<file path="src/design/exec_defs.svh">
`ifndef EXEC_DEFS_SVH
`define EXEC_DEFS_SVH

// operand and result width
`define XLEN 32

// tag carried by each operation to the bus
`define TAG_W 4

// operation control word width
`define CTRL_W 8

// multiplier iterations at two bits per step
`define MULT_STEPS 16

`endif

</file>
<file path="src/design/exec_pkg.sv">
`default_nettype none

`include "exec_defs.svh"

package exec_pkg;

    // integer unit function codes
    typedef enum logic [3:0] {
        ALU_ADD  = 4'h0,
        ALU_SUB  = 4'h1,
        ALU_AND  = 4'h2,
        ALU_OR   = 4'h3,
        ALU_XOR  = 4'h4,
        ALU_SLL  = 4'h5,
        ALU_SRL  = 4'h6,
        ALU_SLT  = 4'h7,
        ALU_SLTU = 4'h8
    } alu_func_e;

    // one control word seen two ways
    // the integer unit reads the alu view
    // the multiplier reads the mult view
    typedef union packed {
        struct packed {
            logic [`CTRL_W-5:0] unused;
            alu_func_e          func;
        } alu;
        struct packed {
            logic [`CTRL_W-4:0] unused;
            // upper half of the 64-bit product
            logic               high;
            // operand a taken as signed
            logic               signed_a;
            // operand b taken as signed
            logic               signed_b;
        } mult;
    } op_ctrl_u;

endpackage

`default_nettype wire

</file>
<file path="src/design/alu_unit.sv">
`default_nettype none
`timescale 1ns/10ps

`include "exec_defs.svh"

module alu_unit (
    input  wire                   clock,
    input  wire                   reset,
    input  wire                   alu_start,
    input  wire exec_pkg::op_ctrl_u op_ctrl,
    input  wire [`XLEN-1:0]       operand_a,
    input  wire [`XLEN-1:0]       operand_b,
    input  wire [`TAG_W-1:0]      op_tag,
    input  wire                   grant,
    output logic                  busy,
    output logic                  done,
    output logic [`XLEN-1:0]      result,
    output logic [`TAG_W-1:0]     result_tag
);
    import exec_pkg::*;

    logic [`XLEN-1:0] alu_out;
    logic [4:0]       shamt;

    // shifts take the low five bits of b
    assign shamt = operand_b[4:0];

    //////////////////////////////
    // single cycle datapath
    //////////////////////////////
    always_comb begin
        case (op_ctrl.alu.func)
            ALU_ADD:  alu_out = operand_a + operand_b;
            ALU_SUB:  alu_out = operand_a - operand_b;
            ALU_AND:  alu_out = operand_a & operand_b;
            ALU_OR:   alu_out = operand_a | operand_b;
            ALU_XOR:  alu_out = operand_a ^ operand_b;
            ALU_SLL:  alu_out = operand_a << shamt;
            ALU_SRL:  alu_out = operand_a >> shamt;
            // signed set on less than
            ALU_SLT:  alu_out = {{(`XLEN-1){1'b0}}, $signed(operand_a) < $signed(operand_b)};
            // unsigned set on less than
            ALU_SLTU: alu_out = {{(`XLEN-1){1'b0}}, operand_a < operand_b};
            default:  alu_out = '0;
        endcase
    end

    // done holds until the arbiter takes the result
    always_ff @(posedge clock) begin
        if (reset) begin
            done <= 1'b0;
        end else if (alu_start) begin
            done <= 1'b1;
        end else if (grant) begin
            done <= 1'b0;
        end
    end

    // holding registers for value and tag
    always_ff @(posedge clock) begin
        if (alu_start) begin
            result     <= alu_out;
            result_tag <= op_tag;
        end
    end

    // compute finishes at the start edge
    // so only a held result keeps the unit busy
    assign busy = done;

    // dispatch must wait out the held result
    a_no_start_when_done: assert property (@(posedge clock) disable iff (reset)
        alu_start |-> !done);

endmodule

`default_nettype wire

</file>
<file path="src/design/cdb_arbiter.sv">
`default_nettype none
`timescale 1ns/10ps

`include "exec_defs.svh"

module cdb_arbiter (
    input  wire               clock,
    input  wire               reset,
    input  wire               alu_done,
    input  wire [`XLEN-1:0]   alu_result,
    input  wire [`TAG_W-1:0]  alu_tag,
    input  wire               mult_done,
    input  wire [`XLEN-1:0]   mult_result,
    input  wire [`TAG_W-1:0]  mult_tag,
    output logic              alu_grant,
    output logic              mult_grant,
    output logic              cdb_valid,
    output logic [`TAG_W-1:0] cdb_tag,
    output logic [`XLEN-1:0]  cdb_value
);

    //////////////////////////////
    // fixed priority select
    //////////////////////////////
    // multiplier wins and the alu waits a cycle
    assign mult_grant = mult_done;
    assign alu_grant  = alu_done && !mult_done;

    // one result per cycle on the bus
    always_ff @(posedge clock) begin
        if (reset) begin
            cdb_valid <= 1'b0;
        end else begin
            cdb_valid <= alu_grant || mult_grant;
        end
    end

    // bus payload
    always_ff @(posedge clock) begin
        if (mult_grant) begin
            cdb_tag   <= mult_tag;
            cdb_value <= mult_result;
        end else if (alu_grant) begin
            cdb_tag   <= alu_tag;
            cdb_value <= alu_result;
        end
    end

    a_grant_onehot: assert property (@(posedge clock) disable iff (reset)
        !(alu_grant && mult_grant));

endmodule

`default_nettype wire

</file>
<file path="src/design/dispatch_port.sv">
`default_nettype none
`timescale 1ns/10ps

`include "exec_defs.svh"

module dispatch_port (
    input  wire                   clock,
    input  wire                   reset,
    input  wire                   dispatch_req,
    input  wire                   fu_sel,
    input  wire exec_pkg::op_ctrl_u op_ctrl,
    input  wire [`XLEN-1:0]       operand_a,
    input  wire [`XLEN-1:0]       operand_b,
    input  wire [`TAG_W-1:0]      op_tag,
    input  wire                   alu_busy,
    input  wire                   mult_busy,
    output logic                  dispatch_ack,
    output logic                  alu_start,
    output logic                  mult_start,
    output exec_pkg::op_ctrl_u    op_ctrl_q,
    output logic [`XLEN-1:0]      operand_a_q,
    output logic [`XLEN-1:0]      operand_b_q,
    output logic [`TAG_W-1:0]     op_tag_q
);
    import exec_pkg::*;

    // handshake states
    localparam logic [1:0] ST_IDLE = 2'd0;
    localparam logic [1:0] ST_ACK  = 2'd1;
    localparam logic [1:0] ST_WAIT = 2'd2;

    logic [1:0] state;
    logic       sel_busy;
    logic       accept;

    // busy of the unit the source asks for
    assign sel_busy = fu_sel ? mult_busy : alu_busy;
    assign accept   = (state == ST_IDLE) && dispatch_req && !sel_busy;

    //////////////////////////////
    // four-phase req/ack FSM
    //////////////////////////////
    always_ff @(posedge clock) begin
        if (reset) begin
            state        <= ST_IDLE;
            dispatch_ack <= 1'b0;
            alu_start    <= 1'b0;
            mult_start   <= 1'b0;
        end else begin
            // start is a single cycle pulse
            alu_start  <= 1'b0;
            mult_start <= 1'b0;
            case (state)
                ST_IDLE: begin
                    if (accept) begin
                        state        <= ST_ACK;
                        dispatch_ack <= 1'b1;
                        alu_start    <= !fu_sel;
                        mult_start   <= fu_sel;
                    end
                end
                ST_ACK: begin
                    // source has not seen ack yet
                    state <= dispatch_req ? ST_WAIT : ST_IDLE;
                    if (!dispatch_req) begin
                        dispatch_ack <= 1'b0;
                    end
                end
                ST_WAIT: begin
                    // drop ack once req is released
                    if (!dispatch_req) begin
                        state        <= ST_IDLE;
                        dispatch_ack <= 1'b0;
                    end
                end
                default: begin
                    state        <= ST_IDLE;
                    dispatch_ack <= 1'b0;
                end
            endcase
        end
    end

    // operation fields held for the unit
    always_ff @(posedge clock) begin
        if (accept) begin
            op_ctrl_q   <= op_ctrl;
            operand_a_q <= operand_a;
            operand_b_q <= operand_b;
            op_tag_q    <= op_tag;
        end
    end

    // unit must still be free when its start lands
    a_start_free: assert property (@(posedge clock) disable iff (reset)
        (alu_start |-> !alu_busy) and (mult_start |-> !mult_busy));

    // ack only answers a live request
    a_ack_on_req: assert property (@(posedge clock) disable iff (reset)
        $rose(dispatch_ack) |-> $past(dispatch_req));

endmodule

`default_nettype wire

</file>
<file path="src/design/exec_core.sv">
`default_nettype none
`timescale 1ns/10ps

`include "exec_defs.svh"

module exec_core (
    input  wire                   clock,
    input  wire                   reset,
    input  wire                   dispatch_req,
    input  wire                   fu_sel,
    input  wire exec_pkg::op_ctrl_u op_ctrl,
    input  wire [`XLEN-1:0]       operand_a,
    input  wire [`XLEN-1:0]       operand_b,
    input  wire [`TAG_W-1:0]      op_tag,
    output logic                  dispatch_ack,
    output logic                  cdb_valid,
    output logic [`TAG_W-1:0]     cdb_tag,
    output logic [`XLEN-1:0]      cdb_value
);
    import exec_pkg::*;

    // dispatch to units
    logic             alu_start;
    logic             mult_start;
    op_ctrl_u         op_ctrl_q;
    logic [`XLEN-1:0] operand_a_q;
    logic [`XLEN-1:0] operand_b_q;
    logic [`TAG_W-1:0] op_tag_q;

    // units back to dispatch and arbiter
    logic              alu_busy;
    logic              alu_done;
    logic [`XLEN-1:0]  alu_result;
    logic [`TAG_W-1:0] alu_tag;
    logic              alu_grant;
    logic              mult_busy;
    logic              mult_done;
    logic [`XLEN-1:0]  mult_result;
    logic [`TAG_W-1:0] mult_tag;
    logic              mult_grant;

    //////////////////////////////
    // dispatch
    //////////////////////////////
    dispatch_port u_dispatch_port (
        .clock        (clock),
        .reset        (reset),
        .dispatch_req (dispatch_req),
        .fu_sel       (fu_sel),
        .op_ctrl      (op_ctrl),
        .operand_a    (operand_a),
        .operand_b    (operand_b),
        .op_tag       (op_tag),
        .alu_busy     (alu_busy),
        .mult_busy    (mult_busy),
        .dispatch_ack (dispatch_ack),
        .alu_start    (alu_start),
        .mult_start   (mult_start),
        .op_ctrl_q    (op_ctrl_q),
        .operand_a_q  (operand_a_q),
        .operand_b_q  (operand_b_q),
        .op_tag_q     (op_tag_q)
    );

    //////////////////////////////
    // execution units
    //////////////////////////////
    // both units share the captured fields
    alu_unit u_alu_unit (
        .clock      (clock),
        .reset      (reset),
        .alu_start  (alu_start),
        .op_ctrl    (op_ctrl_q),
        .operand_a  (operand_a_q),
        .operand_b  (operand_b_q),
        .op_tag     (op_tag_q),
        .grant      (alu_grant),
        .busy       (alu_busy),
        .done       (alu_done),
        .result     (alu_result),
        .result_tag (alu_tag)
    );

    mult_unit u_mult_unit (
        .clock      (clock),
        .reset      (reset),
        .mult_start (mult_start),
        .op_ctrl    (op_ctrl_q),
        .operand_a  (operand_a_q),
        .operand_b  (operand_b_q),
        .op_tag     (op_tag_q),
        .grant      (mult_grant),
        .busy       (mult_busy),
        .done       (mult_done),
        .result     (mult_result),
        .result_tag (mult_tag)
    );

    // result bus
    cdb_arbiter u_cdb_arbiter (
        .clock       (clock),
        .reset       (reset),
        .alu_done    (alu_done),
        .alu_result  (alu_result),
        .alu_tag     (alu_tag),
        .mult_done   (mult_done),
        .mult_result (mult_result),
        .mult_tag    (mult_tag),
        .alu_grant   (alu_grant),
        .mult_grant  (mult_grant),
        .cdb_valid   (cdb_valid),
        .cdb_tag     (cdb_tag),
        .cdb_value   (cdb_value)
    );

endmodule

`default_nettype wire

</file>
<file path="src/design/mult_unit.sv">
`default_nettype none
`timescale 1ns/10ps

`include "exec_defs.svh"

module mult_unit (
    input  wire                   clock,
    input  wire                   reset,
    input  wire                   mult_start,
    input  wire exec_pkg::op_ctrl_u op_ctrl,
    input  wire [`XLEN-1:0]       operand_a,
    input  wire [`XLEN-1:0]       operand_b,
    input  wire [`TAG_W-1:0]      op_tag,
    input  wire                   grant,
    output logic                  busy,
    output logic                  done,
    output logic [`XLEN-1:0]      result,
    output logic [`TAG_W-1:0]     result_tag
);
    import exec_pkg::*;

    localparam int CNT_W = $clog2(`MULT_STEPS + 1);

    logic                   running;
    logic [CNT_W-1:0]       step_cnt;
    logic                   last_step;
    logic                   neg_a;
    logic                   neg_b;
    logic [`XLEN-1:0]       mag_a;
    logic [`XLEN-1:0]       mag_b;
    logic                   neg_q;
    logic                   high_q;
    logic [2*`XLEN-1:0]     mcand;
    logic [`XLEN-1:0]       mplier;
    logic [2*`XLEN-1:0]     product;
    logic [2*`XLEN-1:0]     partial;
    logic [2*`XLEN-1:0]     product_next;
    logic [2*`XLEN-1:0]     signed_prod;

    //////////////////////////////
    // sign handling
    //////////////////////////////
    // magnitudes plus one sign flag for the product
    assign neg_a = op_ctrl.mult.signed_a & operand_a[`XLEN-1];
    assign neg_b = op_ctrl.mult.signed_b & operand_b[`XLEN-1];
    assign mag_a = neg_a ? -operand_a : operand_a;
    assign mag_b = neg_b ? -operand_b : operand_b;

    // radix-4 partial product
    always_comb begin
        case (mplier[1:0])
            2'b00:   partial = '0;
            2'b01:   partial = mcand;
            2'b10:   partial = mcand << 1;
            default: partial = mcand + (mcand << 1);
        endcase
    end

    assign product_next = product + partial;
    assign signed_prod  = neg_q ? -product_next : product_next;
    assign last_step    = running && (step_cnt == CNT_W'(`MULT_STEPS - 1));

    // step counter and done level
    always_ff @(posedge clock) begin
        if (reset) begin
            running  <= 1'b0;
            step_cnt <= '0;
            done     <= 1'b0;
        end else begin
            if (mult_start) begin
                running  <= 1'b1;
                step_cnt <= '0;
            end else if (running) begin
                step_cnt <= step_cnt + CNT_W'(1);
                if (last_step) begin
                    running <= 1'b0;
                    done    <= 1'b1;
                end
            end
            // grant only comes while idle and done
            if (grant) begin
                done <= 1'b0;
            end
        end
    end

    //////////////////////////////
    // shift-add datapath
    //////////////////////////////
    always_ff @(posedge clock) begin
        if (mult_start) begin
            mcand      <= {{`XLEN{1'b0}}, mag_a};
            mplier     <= mag_b;
            product    <= '0;
            neg_q      <= neg_a ^ neg_b;
            high_q     <= op_ctrl.mult.high;
            result_tag <= op_tag;
        end else if (running) begin
            product <= product_next;
            mcand   <= mcand << 2;
            mplier  <= mplier >> 2;
            // sign fix and half select on the final step
            if (last_step) begin
                result <= high_q ? signed_prod[2*`XLEN-1:`XLEN] : signed_prod[`XLEN-1:0];
            end
        end
    end

    assign busy = running | done;

    a_step_bound: assert property (@(posedge clock) disable iff (reset)
        step_cnt <= CNT_W'(`MULT_STEPS));

endmodule

`default_nettype wire

</file>
<file path="config.mk">
export PLATFORM = sky130hd
export DESIGN_NAME = exec_core
export DESIGN_NICKNAME = d
export VERILOG_FILES = /design/src/design/exec_pkg.sv /design/src/design/alu_unit.sv /design/src/design/cdb_arbiter.sv /design/src/design/dispatch_port.sv /design/src/design/exec_core.sv /design/src/design/mult_unit.sv
export VERILOG_INCLUDE_DIRS = /design/src /design/src/design
export SDC_FILE = /design/constraint.sdc
export NUM_CORES = 1
export LEC_CHECK = 0
export ABC_CLOCK_PERIOD_IN_PS = 17300
export BUFFER_PORTS_ARGS = -buffer_cell sky130_fd_sc_hd__buf_4
export CAP_MARGIN = 5
export CORE_MARGIN = 4
export CORE_UTILIZATION = 45
export DETAILED_ROUTE_END_ITERATION = 10
export GPL_ROUTABILITY_DRIVEN = 0
export PLACE_DENSITY_LB_ADDON = 0.12
export SYNTH_ARGS = -nofsm -noshare
export SYNTH_HDL_FRONTEND = slang
export SYNTH_SLANG_ARGS = --single-unit
</file>
<file path="constraint.sdc">
create_clock -name clock -period 17.3 [get_ports clock]
set_clock_uncertainty 0.1 [all_clocks]
set_input_delay 2.595 -clock clock [delete_from_list [all_inputs] [get_ports clock]]
set_output_delay 2.595 -clock clock [all_outputs]
set_load 0.03 [all_outputs]
</file>
* Yosys cells after proc, flatten, opt, wreduce, memory -nomap -nowiden
Cells that the tools add are included.
Word-level totals: register bits after elaboration 356, bits of input ports 80, output and inout port bits 38, logic and storage cells 113
Cells by class: add/subtract/negate cells 8, magnitude comparators 2, eq/ne operators 16, shift-type cells 2, muxes and demuxes 28, bitwise operators 11, reductions and logical operators 21
Operators with widths (number):
- 32-bit 2-to-1 mux | 9
- 32-bit case mux with 9 select lines | 1
- 64-bit case mux with 3 select lines | 1
- 64-bit adder | 2
- 32-bit < comparator | 2
- 64-bit 2-to-1 mux | 1
- 32-bit negation | 2
- 64-bit negation | 1
- 32-bit adder | 1
- 32-bit bitwise AND | 1
- 32-bit OR | 1
- 32-bit by 5-bit << shifter with 32-bit output | 1
- 32-bit by 5-bit right shift with 32-bit output | 1
- 32-bit subtractor | 1
- 32-bit XOR | 1
- 4-bit by 3-bit == test with 1-bit output (second input constant) | 4
- 1-bit 2-to-1 mux | 9
- 4-bit by 2-bit == test with 1-bit output (second input constant) | 2
- 4-bit 2-to-1 mux | 2
- 2-bit 2-to-1 mux | 3
- 2-bit case mux with 3 select lines | 1
- 2-bit nonzero test | 3
- 5-bit by 1-bit adder with 5-bit output (second input constant) | 1
- 5-bit by 4-bit == test with 1-bit output (second input constant) | 1
- other kinds (21) | 36

* Longest topological paths before layout
Gate-level depths: netlist (run 1).
depth in word-level cells 6, gate-level depth with buffers 30, depth with buffers taken out 30

* By module
From an unflattened synthesis (run 1), not the netlist that was laid out.
Unflattened totals: cell total of the unflattened synthesis 4044, area, all modules 33604.7 sq um
By module, submodules not included:
- mult_unit | instances 1, cells an instance 2564, area each 20105.5 sq um, seq. area each 5124.9 sq um
- alu_unit | instances 1, cells an instance 1295, area each 9336.5 sq um, seq. area each 1101.1 sq um
- dispatch_port | instances 1, cells an instance 104, area each 2562.5 sq um, seq. area each 2382.3 sq um
- cdb_arbiter | instances 1, cells an instance 81, area each 1600.3 sq um, seq. area each 1101.1 sq um

* Least setup slack after synthesis (run 1)
Ideal clock, no wire load.
path type register -> register, from register u_mult_unit.mcand[6], to register u_mult_unit.result[31], data pin, arrival 6798 ps, setup slack 10125 ps, cell stages (with the launch flop) 29, path buffers 1, clock period less this slack 7175 ps, path through edfxtp_1 ha_1 a2111oi_0 o21ai_0 a31o_2 a21o_1 a31o_2 a211oi_1 o21ai_0 a31oi_1 o21ai_0 a21o_1 xnor2_1 o21ai_0 ha_1 clkbuf_1 a21oi_1 o21ai_0 a21oi_1 nor2b_1 or2_2 o311a_1 a311o_1 a2111oi_0 nand4_1 or4b_1 o31a_1 nor3_1 a221oi_1
On the way: word-level cells in the longest chain between the ends 6
RTL lines:
- from (decl) | RTL line mult_unit.sv:33 | logic [2*`XLEN-1:0] mcand;
- from (signal assigned) | RTL line mult_unit.sv:92 | mcand <= {{`XLEN{1'b0}}, mag_a};
- from (signal assigned) | RTL line mult_unit.sv:100 | mcand <= mcand << 2;
- 64-bit adder | RTL line mult_unit.sv:55 | default: partial = mcand + (mcand << 1);
- 64-bit case mux with 3 select lines * | RTL line mult_unit.sv:51 | case (mplier[1:0])
- 64-bit adder * | RTL line mult_unit.sv:59 | assign product_next = product + partial;
- 64-bit negation | RTL line mult_unit.sv:60 | assign signed_prod = neg_q ? -product_next : product_next;
- 64-bit 2-to-1 mux * | RTL line mult_unit.sv:60
- 32-bit 2-to-1 mux * | RTL line mult_unit.sv:104 | result <= high_q ? signed_prod[2*`XLEN-1:`XLEN] : signed_prod[`XLEN-1:0];
- to (signal assigned) | RTL line mult_unit.sv:104
- to (decl) | RTL line mult_unit.sv:17 | output logic [`XLEN-1:0] result,
Every way passes the cells marked *; elsewhere a longest branch is shown, timed or not. A chain may end at the register's enable or synchronous reset.

* Final worst setup path (run 1)
from register u_mult_unit.mcand[7], to register u_mult_unit.result[27], data pin
The elaborated chain is that of the path after synthesis.

==> impl_results.md, run 1 <==
- Status: complete, no violations
- Initial Util: 0.456
- Cts repair resizes: 0
- Pwr dens: ~100 nW/µm²
- WL final: 111000 µm
- Max_slew headroom: 0.274
- Average size of a mapped cell: roughly 8 µm²
- YS warnings: 0
- Latest clock arrival within the worst-skew pair: about 0.6 ns
- Reg2Reg Setup Slack: between 8 and 9 ns
- Via Count: a little over 30000
- Share of the synthesized area in the top cell type: 0.230
- Min Tclk post-route: 8.88 ns
- Core ar.: about 70000 µm²
- Final period utilization: 0.513
- Startpoint types: flop
- Reg-to-reg critical path endpoint: u_mult_unit.result[27]
- DIE AREA: 75700 µm²
- Top sig layer: met4
- Sink Count: 356
- First-pass DRT Iterations: 6
- M1 wire length: ~48000 µm
- DPL Wire Length: 85000 µm
- Hold Buf Count CTS: 0
- Total power: approximately 0.0036 W
- Worst Hold End: u_mult_unit.result_tag[1]
- Crit path max fanout: 8
- Syn Std Cell Area: about 32000 µm²
- Area delta synth->final: 9.25%
- Min-Delay Path Class: reg2reg
- RSZ-0062 raised after global routing: false
- Die span in y: 275 µm
- Antenna violations before repair: 4
- Critical path arrival: about 9 ns
- DR WL met2: 49000 µm
- Gr ovfl total: 0
- Aggregate global-route resource usage: 0.284
- Leak: roughly 14 nW
- Max VDD drop: between 70 and 80 µV
- Routed vias/inst: ~6.3
- Setup TNS: 0 ns
- Most used DFF post-synth: edfxtp_1
- Commonest cells after routing, fill and taps aside: nor2_1, a21oi_1, nand2_1
- F_max: between 100 and 150 MHz
- R2R depth: 25
- Area leader, netlist: edfxtp_1
- Clk buf depth: 3
- Post-route ant nets: 0
- Post-synth ARST share: 0
- Final hold vios: 0
- Sequential element share of the synthesized area: 0.299
- Number of CTS-inserted buffers: between 40 and 50
- Clk slew on worst S/H paths: 0.06 ns
- DRC viols: 0
- Worst reg2reg path startpoint: u_mult_unit.mcand[7]
- Nets: around 4200
- Post-CTS Setup Repair Bufs: 0
- Slew Viols, Final: 0
- Syn Nets: 4222
- Critical Path RT: ~18 ns
- Iter 0 DRT Violations: approximately 3200
- # setup viols final: 0
- EDFF count, synth: 246
- CTS H-tree depth: 2
- Kind of end point of the critical path: flop
- IO Pins: ~120
- Seq cells post-synth: around 360
- PortBufs: around 110
- Synthesized instance count: ~4000
- Count of cell types in the netlist: 90
- First-pass GRT wire length: ~170000 µm
- Worst-Margin Slew: between 1 and 1.5 ns
- Vias in the first global route: between 20000 and 30000
- Met3 WL: 8720 µm
- Most common cell after layout, fill and taps aside: nor2_1
- Worst hold path startpoint: u_dispatch_port.op_tag_q[1]
- Largest net degree at the start of global routing: 97
- Die width: 275 µm
- Clk Tree Root Cell: clkbuf_16
- CTS tree: done
- Max Cap Violations: 0
- Hold path cells: 0
- Number of cell rows: just under 100
- Routed WL per cell: between 20 and 25 µm
- Worst setup path class: reg2reg
- Synth top area cells: edfxtp_1, ha_1, dfxtp_1
- Proportion of layout cells with a drive suffix above 1: 0.0978
## worst max-delay path: stages, from the launching register on
cell,delay [ns]
edfxtp_1,0.47
ha_1,0.42
a2111o_1,0.40
o21ai_0,0.38
and2_1,0.28
a311oi_1,0.13
a211o_1,0.33
a31oi_1,0.35
o21ai_0,0.18
xor2_1,0.17
mux2_2,0.27
a22o_1,0.19
ha_1,0.46
and4_1,0.33
and4_1,0.24
nand2_1,0.09
a211oi_1,0.69
o21a_1,0.24
o32ai_1,0.10
a2111oi_0,0.65
nand3_1,0.44
nor3_2,0.62
nand3_1,0.37
o41ai_1,0.33
o21ai_0,0.12
a211oi_1,0.32
## state kept, by name (all words and copies together) (netlist names), 4 cells and up
name                         cells
u_mult_unit.mcand               64
u_mult_unit.product             64
u_alu_unit.result               32
u_cdb_arbiter.cdb_value         32
u_dispatch_port.operand_a_q     32
u_dispatch_port.operand_b_q     32
u_mult_unit.mplier              32
u_mult_unit.result              32
u_mult_unit.step_cnt             5
u_alu_unit.result_tag            4
u_cdb_arbiter.cdb_tag            4
u_dispatch_port.op_ctrl_q        4
u_dispatch_port.op_tag_q         4
u_mult_unit.result_tag           4
## how the worst max path moves through the flow
stage | to | start | slack (ns) | cells past startpoint
after detailed placement | u_mult_unit.result[31] | u_mult_unit.mcand[7] | 8.56 | 25
after CTS | u_mult_unit.result[31] | u_mult_unit.mcand[7] | 8.52 | 25
final | u_mult_unit.result[27] | u_mult_unit.mcand[7] | 8.42 | 25
after floorplan | u_mult_unit.result[31] | u_mult_unit.mcand[6] | 10.13 | 28
after global placement | u_mult_unit.result[19] | u_mult_unit.mcand[1] | 8.52 | 27
after global routing | u_mult_unit.result[27] | u_mult_unit.mcand[6] | 7.64 | 26
## report_power, final
group | switching, W | total (W) | internal (W)
logic | 0.00103 | 0.00156 | 0.000532
registers | 0.0000786 | 0.00109 | 0.00101
clock network | 0.000398 | 0.000905 | 0.000507
## cell families after synthesis
group                    count (synthesis)  share of synthesized area
AO/OA/AOI/OAI                         1295                      0.261
XOR/XNOR                               169                     0.0461
adder cells (fa/ha/maj)                235                     0.0925
buffers and inverters                  376                     0.0442
flip-flops                             356                      0.299
multiplexers                           228                     0.0788
AND/OR/NAND/NOR                       1248                      0.179
## cell usage after synthesis, drive strengths merged (17+ instances only)
cell type,number
o21ai,278
o21bai,29
mux2i,138
nor3,91
nor4,24
edfxtp,246
o211ai,35
o221ai,30
nand2,286
dfxtp,110
ha,231
a2111oi,20
o22ai,29
or4,17
clkbuf,198
a31oi,46
a21oi,383
nor2,532
nand3,53
o21a,28
o31ai,32
xnor2,127
nand4,47
a22oi,31
mux2,78
and3,32
or3,27
nand2b,35
a22o,47
a211o,17
a21o,87
xor2,42
buf,31
a221o,17
and2,27
a221oi,26
or2,17
a211oi,39
nor2b,19
inv,144
## stage by stage
stage               utilization  hold slack, ns  std cells  cell area (µm²)  setup slack [ns]
finish                    0.498           0.345       4859            35100              8.42
global route              0.498           0.362       4858            35100              7.64
CTS                       0.498           0.348       4857            35100              8.52
detailed placement        0.478           0.335       4778            33700              8.56
global placement          0.478           0.328       4778            33700              8.52
floorplan                     -           0.321       3907            32100             10.13
## area by class of cell
| cell class | count | area, µm² |
|---|---|---|
| antenna | 1 | 2.50 |
| tap | 940 | 1180 |
| clock buffer | 52 | 1130 |
| multi-input combinational | 3175 | 21100 |
| fill | 6936 | 35300 |
| inverter | 147 | 553 |
| timing repair buffer | 161 | 1210 |
| sequential | 356 | 9600 |
| clock inverter | 27 | 275 |
## metal layers
layer | vias up | GRT usage
li1 | 14574 | -
met1 | 14351 | 0.389
met2 | 1299 | 0.448
met3 | 264 | 0.0434
met4 | 0 | 0.122
met5 | - | 0
Power figures use the tool's default switching activity.
==> run 2: changes to the inputs <==
--- a/config.mk
+++ b/config.mk
@@ -6,7 +6,7 @@
 export SDC_FILE = /design/constraint.sdc
 export NUM_CORES = 1
 export LEC_CHECK = 0
-export ABC_CLOCK_PERIOD_IN_PS = 17300
+export ABC_CLOCK_PERIOD_IN_PS = 9100
 export BUFFER_PORTS_ARGS = -buffer_cell sky130_fd_sc_hd__buf_4
 export CAP_MARGIN = 5
 export CORE_MARGIN = 4
==> constraint.sdc (replaced) <==
create_clock -name clock -period 9.1 [get_ports clock]
set_clock_uncertainty 0.1 [all_clocks]
set_input_delay 1.365 -clock clock [delete_from_list [all_inputs] [get_ports clock]]
set_output_delay 1.365 -clock clock [all_outputs]
set_load 0.03 [all_outputs]
==> impl_results.md, run 2 (synthesized netlist as in run 1, its figures left out) <==
- R2R depth: 28 (+12%)
- Largest stage delay, worst path: 0.61 ns (-0.08 ns)
- CTS tree: done
- Proportion of layout cells with a drive suffix above 1: 0.0999 (+0.00220)
- Leak: 14.0 nW (+0.76%)
- Clk buf depth: 3 (unchanged)
- Worst setup path class: reg2reg
- Iter 0 DRT Violations: 2865 (-9.5%)
- Clk slew on worst S/H paths: 0.06 ns (about the same)
- Number of cell rows: 97 (unchanged)
- Die width: 275 µm (unchanged)
- Routed vias/inst: 6.24 (-0.49%)
- # setup viols final: 0 (unchanged)
- WL final: 111000 µm (-0.27%)
- IO Pins: 118 (unchanged)
- Final period utilization: 0.919 (+0.406)
- Largest registers: u_mult_unit.mcand x64, u_mult_unit.product x64
- Worst-Margin Slew: 1.16 ns (+0.0945 ns)
- Area delta synth->final: 9.90%
- Max VDD drop: 163 µV (+110%)
- Slew Viols, Final: 0 (unchanged)
- Reg-to-reg critical path endpoint: u_mult_unit.result[31]
- Critical path's slowest cell: or4b_1
- Largest net degree at the start of global routing: 168 (+73%)
- First-pass DRT Iterations: 6 (unchanged)
- Worst Hold End: u_mult_unit.result_tag[0]
- Critical path arrival: 8.60 ns (-0.58 ns)
- Clk Tree Root Cell: clkbuf_16
- Core ar.: 70400 µm² (unchanged)
- Critical Path RT: 9.33 ns (-8.27 ns)
- Hold path cells: 0 (unchanged)
- Antenna violations before repair: 5 (+1)
- M1 wire length: 47400 µm (-0.90%)
- Kind of end point of the critical path: flop
- Startpoint types: flop
- PortBufs: 113 (unchanged)
- Max Cap Violations: 0 (unchanged)
- Status: complete, no violations
- Most common cell after layout, fill and taps aside: nor2_1
- Die span in y: 275 µm (unchanged)
- Reg2Reg Setup Slack: 0.74 ns (-7.68 ns)
- Initial Util: 0.456 (unchanged)
- Commonest cells after routing, fill and taps aside: nor2_1, a21oi_1, nand2_1
- CP dominant cell by count: o21ai_0
- Met3 WL: 8730 µm (+0.16%)
- RSZ-0062 raised after global routing: false
- Routed WL per cell: 22.8 µm (-0.57%)
- Max_slew headroom: 0.209 (-0.0647)
- Number of CTS-inserted buffers: 43 (unchanged)
- Via Count: 30432 (-0.18%)
- DIE AREA: 75700 µm² (unchanged)
- Worst hold path startpoint: u_dispatch_port.op_tag_q[0]
- Gr ovfl total: 0 (unchanged)
- First-pass GRT wire length: 169000 µm (about the same)
- CTS H-tree depth: 2 (unchanged)
- Final hold vios: 0 (unchanged)
- Crit path max fanout: 9 (+1)
- Latest clock arrival within the worst-skew pair: 0.61 ns (about the same)
- Aggregate global-route resource usage: 0.284 (about the same)
- Worst reg2reg path startpoint: u_mult_unit.mcand[6]
- Total power: 0.00689 W (+94%)
- Post-CTS Setup Repair Bufs: 0 (unchanged)
- Nets: 4213 (+0.33%)
- Pwr dens: 195 nW/µm² (+93%)
- Hold Buf Count CTS: 0 (unchanged)
- DR WL met2: 49400 µm (+0.75%)
- DPL Wire Length: 85200 µm (+0.26%)
- Min Tclk post-route: 8.36 ns (-0.517 ns)
- Sink Count: 356 (unchanged)
- Setup TNS: 0 ns (unchanged)
- Min-Delay Path Class: reg2reg
- Vias in the first global route: 28304 (+1.1%)
- F_max: 120 MHz (+6.2%)
- Fillers: 7011 (+1.1%)
- Post-route ant nets: 0 (unchanged)
- Top sig layer: met4
- DRC viols: 0 (unchanged)
## run 2: worst max path at each step
| stage | depth (start not counted) | slack, ns | startpoint | to |
|---|---|---|---|---|
| global route | 28 | 0.09 | u_mult_unit.mcand[6] | u_mult_unit.result[31] |
| CTS | 30 | 0.53 | u_mult_unit.mcand[1] | u_mult_unit.result[31] |
| global placement | 30 | 0.60 | u_mult_unit.mcand[1] | u_mult_unit.result[31] |
| detailed placement | 30 | 0.62 | u_mult_unit.mcand[1] | u_mult_unit.result[31] |
| floorplan | 28 | 1.93 | u_mult_unit.mcand[6] | u_mult_unit.result[31] |
| finish | 28 | 0.74 | u_mult_unit.mcand[6] | u_mult_unit.result[31] |
## run 2: cell type report
cell class	instances	area [µm²]	area share
repair buffers	175	1330	0.0376
multi-input cells	3175	21100	0.599
diodes	2	5.00	0.000142
well taps	940	1180	0.0333
inverters	147	553	0.0157
clock inverters	21	299	0.00847
clock buffers	58	1190	0.0338
flip-flops and latches	356	9600	0.272
## run 2: where the power goes
part	total [W]	switching (W)	leakage, nW	internal (W)
Clock	0.00182	0.000747	0.717	0.00108
Combinational	0.00300	0.00196	10.2	0.00104
Sequential	0.00207	0.000151	3.17	0.00192
## run 2: stage by stage
stage | area (µm²) | setup slack (ns) | std cells | utilization | hold WS (ns)
2_1_floorplan | 32100 | 1.93 | 3907 | - | 0.321
3_3_place_gp | 33800 | 0.602 | 4793 | 0.480 | 0.325
3_5_place_dp | 33800 | 0.617 | 4793 | 0.480 | 0.330
4_1_cts | 35300 | 0.529 | 4872 | 0.501 | 0.344
5_1_grt | 35300 | 0.0853 | 4872 | 0.501 | 0.360
6_report | 35300 | 0.736 | 4874 | 0.501 | 0.345
## run 2: critical path, delay by kind of cell, from the launching register on
| family | cells | cell delay, ns |
|---|---|---|
| buffers and inverters | 1 | 0.20 |
| flip-flops | 1 | 0.47 |
| AND/OR/NAND/NOR | 5 | 1.36 |
| adder cells (fa/ha/maj) | 2 | 0.87 |
| AO/OA/AOI/OAI | 19 | 4.95 |
| XOR/XNOR | 1 | 0.14 |
## run 2: timing repair
item / CTS / global route
endpoints found under the hold margin: 0 / 0
endpoints found under the setup margin: 0 / 2
resized for setup: 0 / 2
## run 2: per-layer routing
metal | GRT usage | vias to the layer above
li1 | - | 14605
met1 | 0.384 | 14364
met2 | 0.453 | 1187
met3 | 0.0459 | 276
met4 | 0.121 | 0
met5 | 0 | -
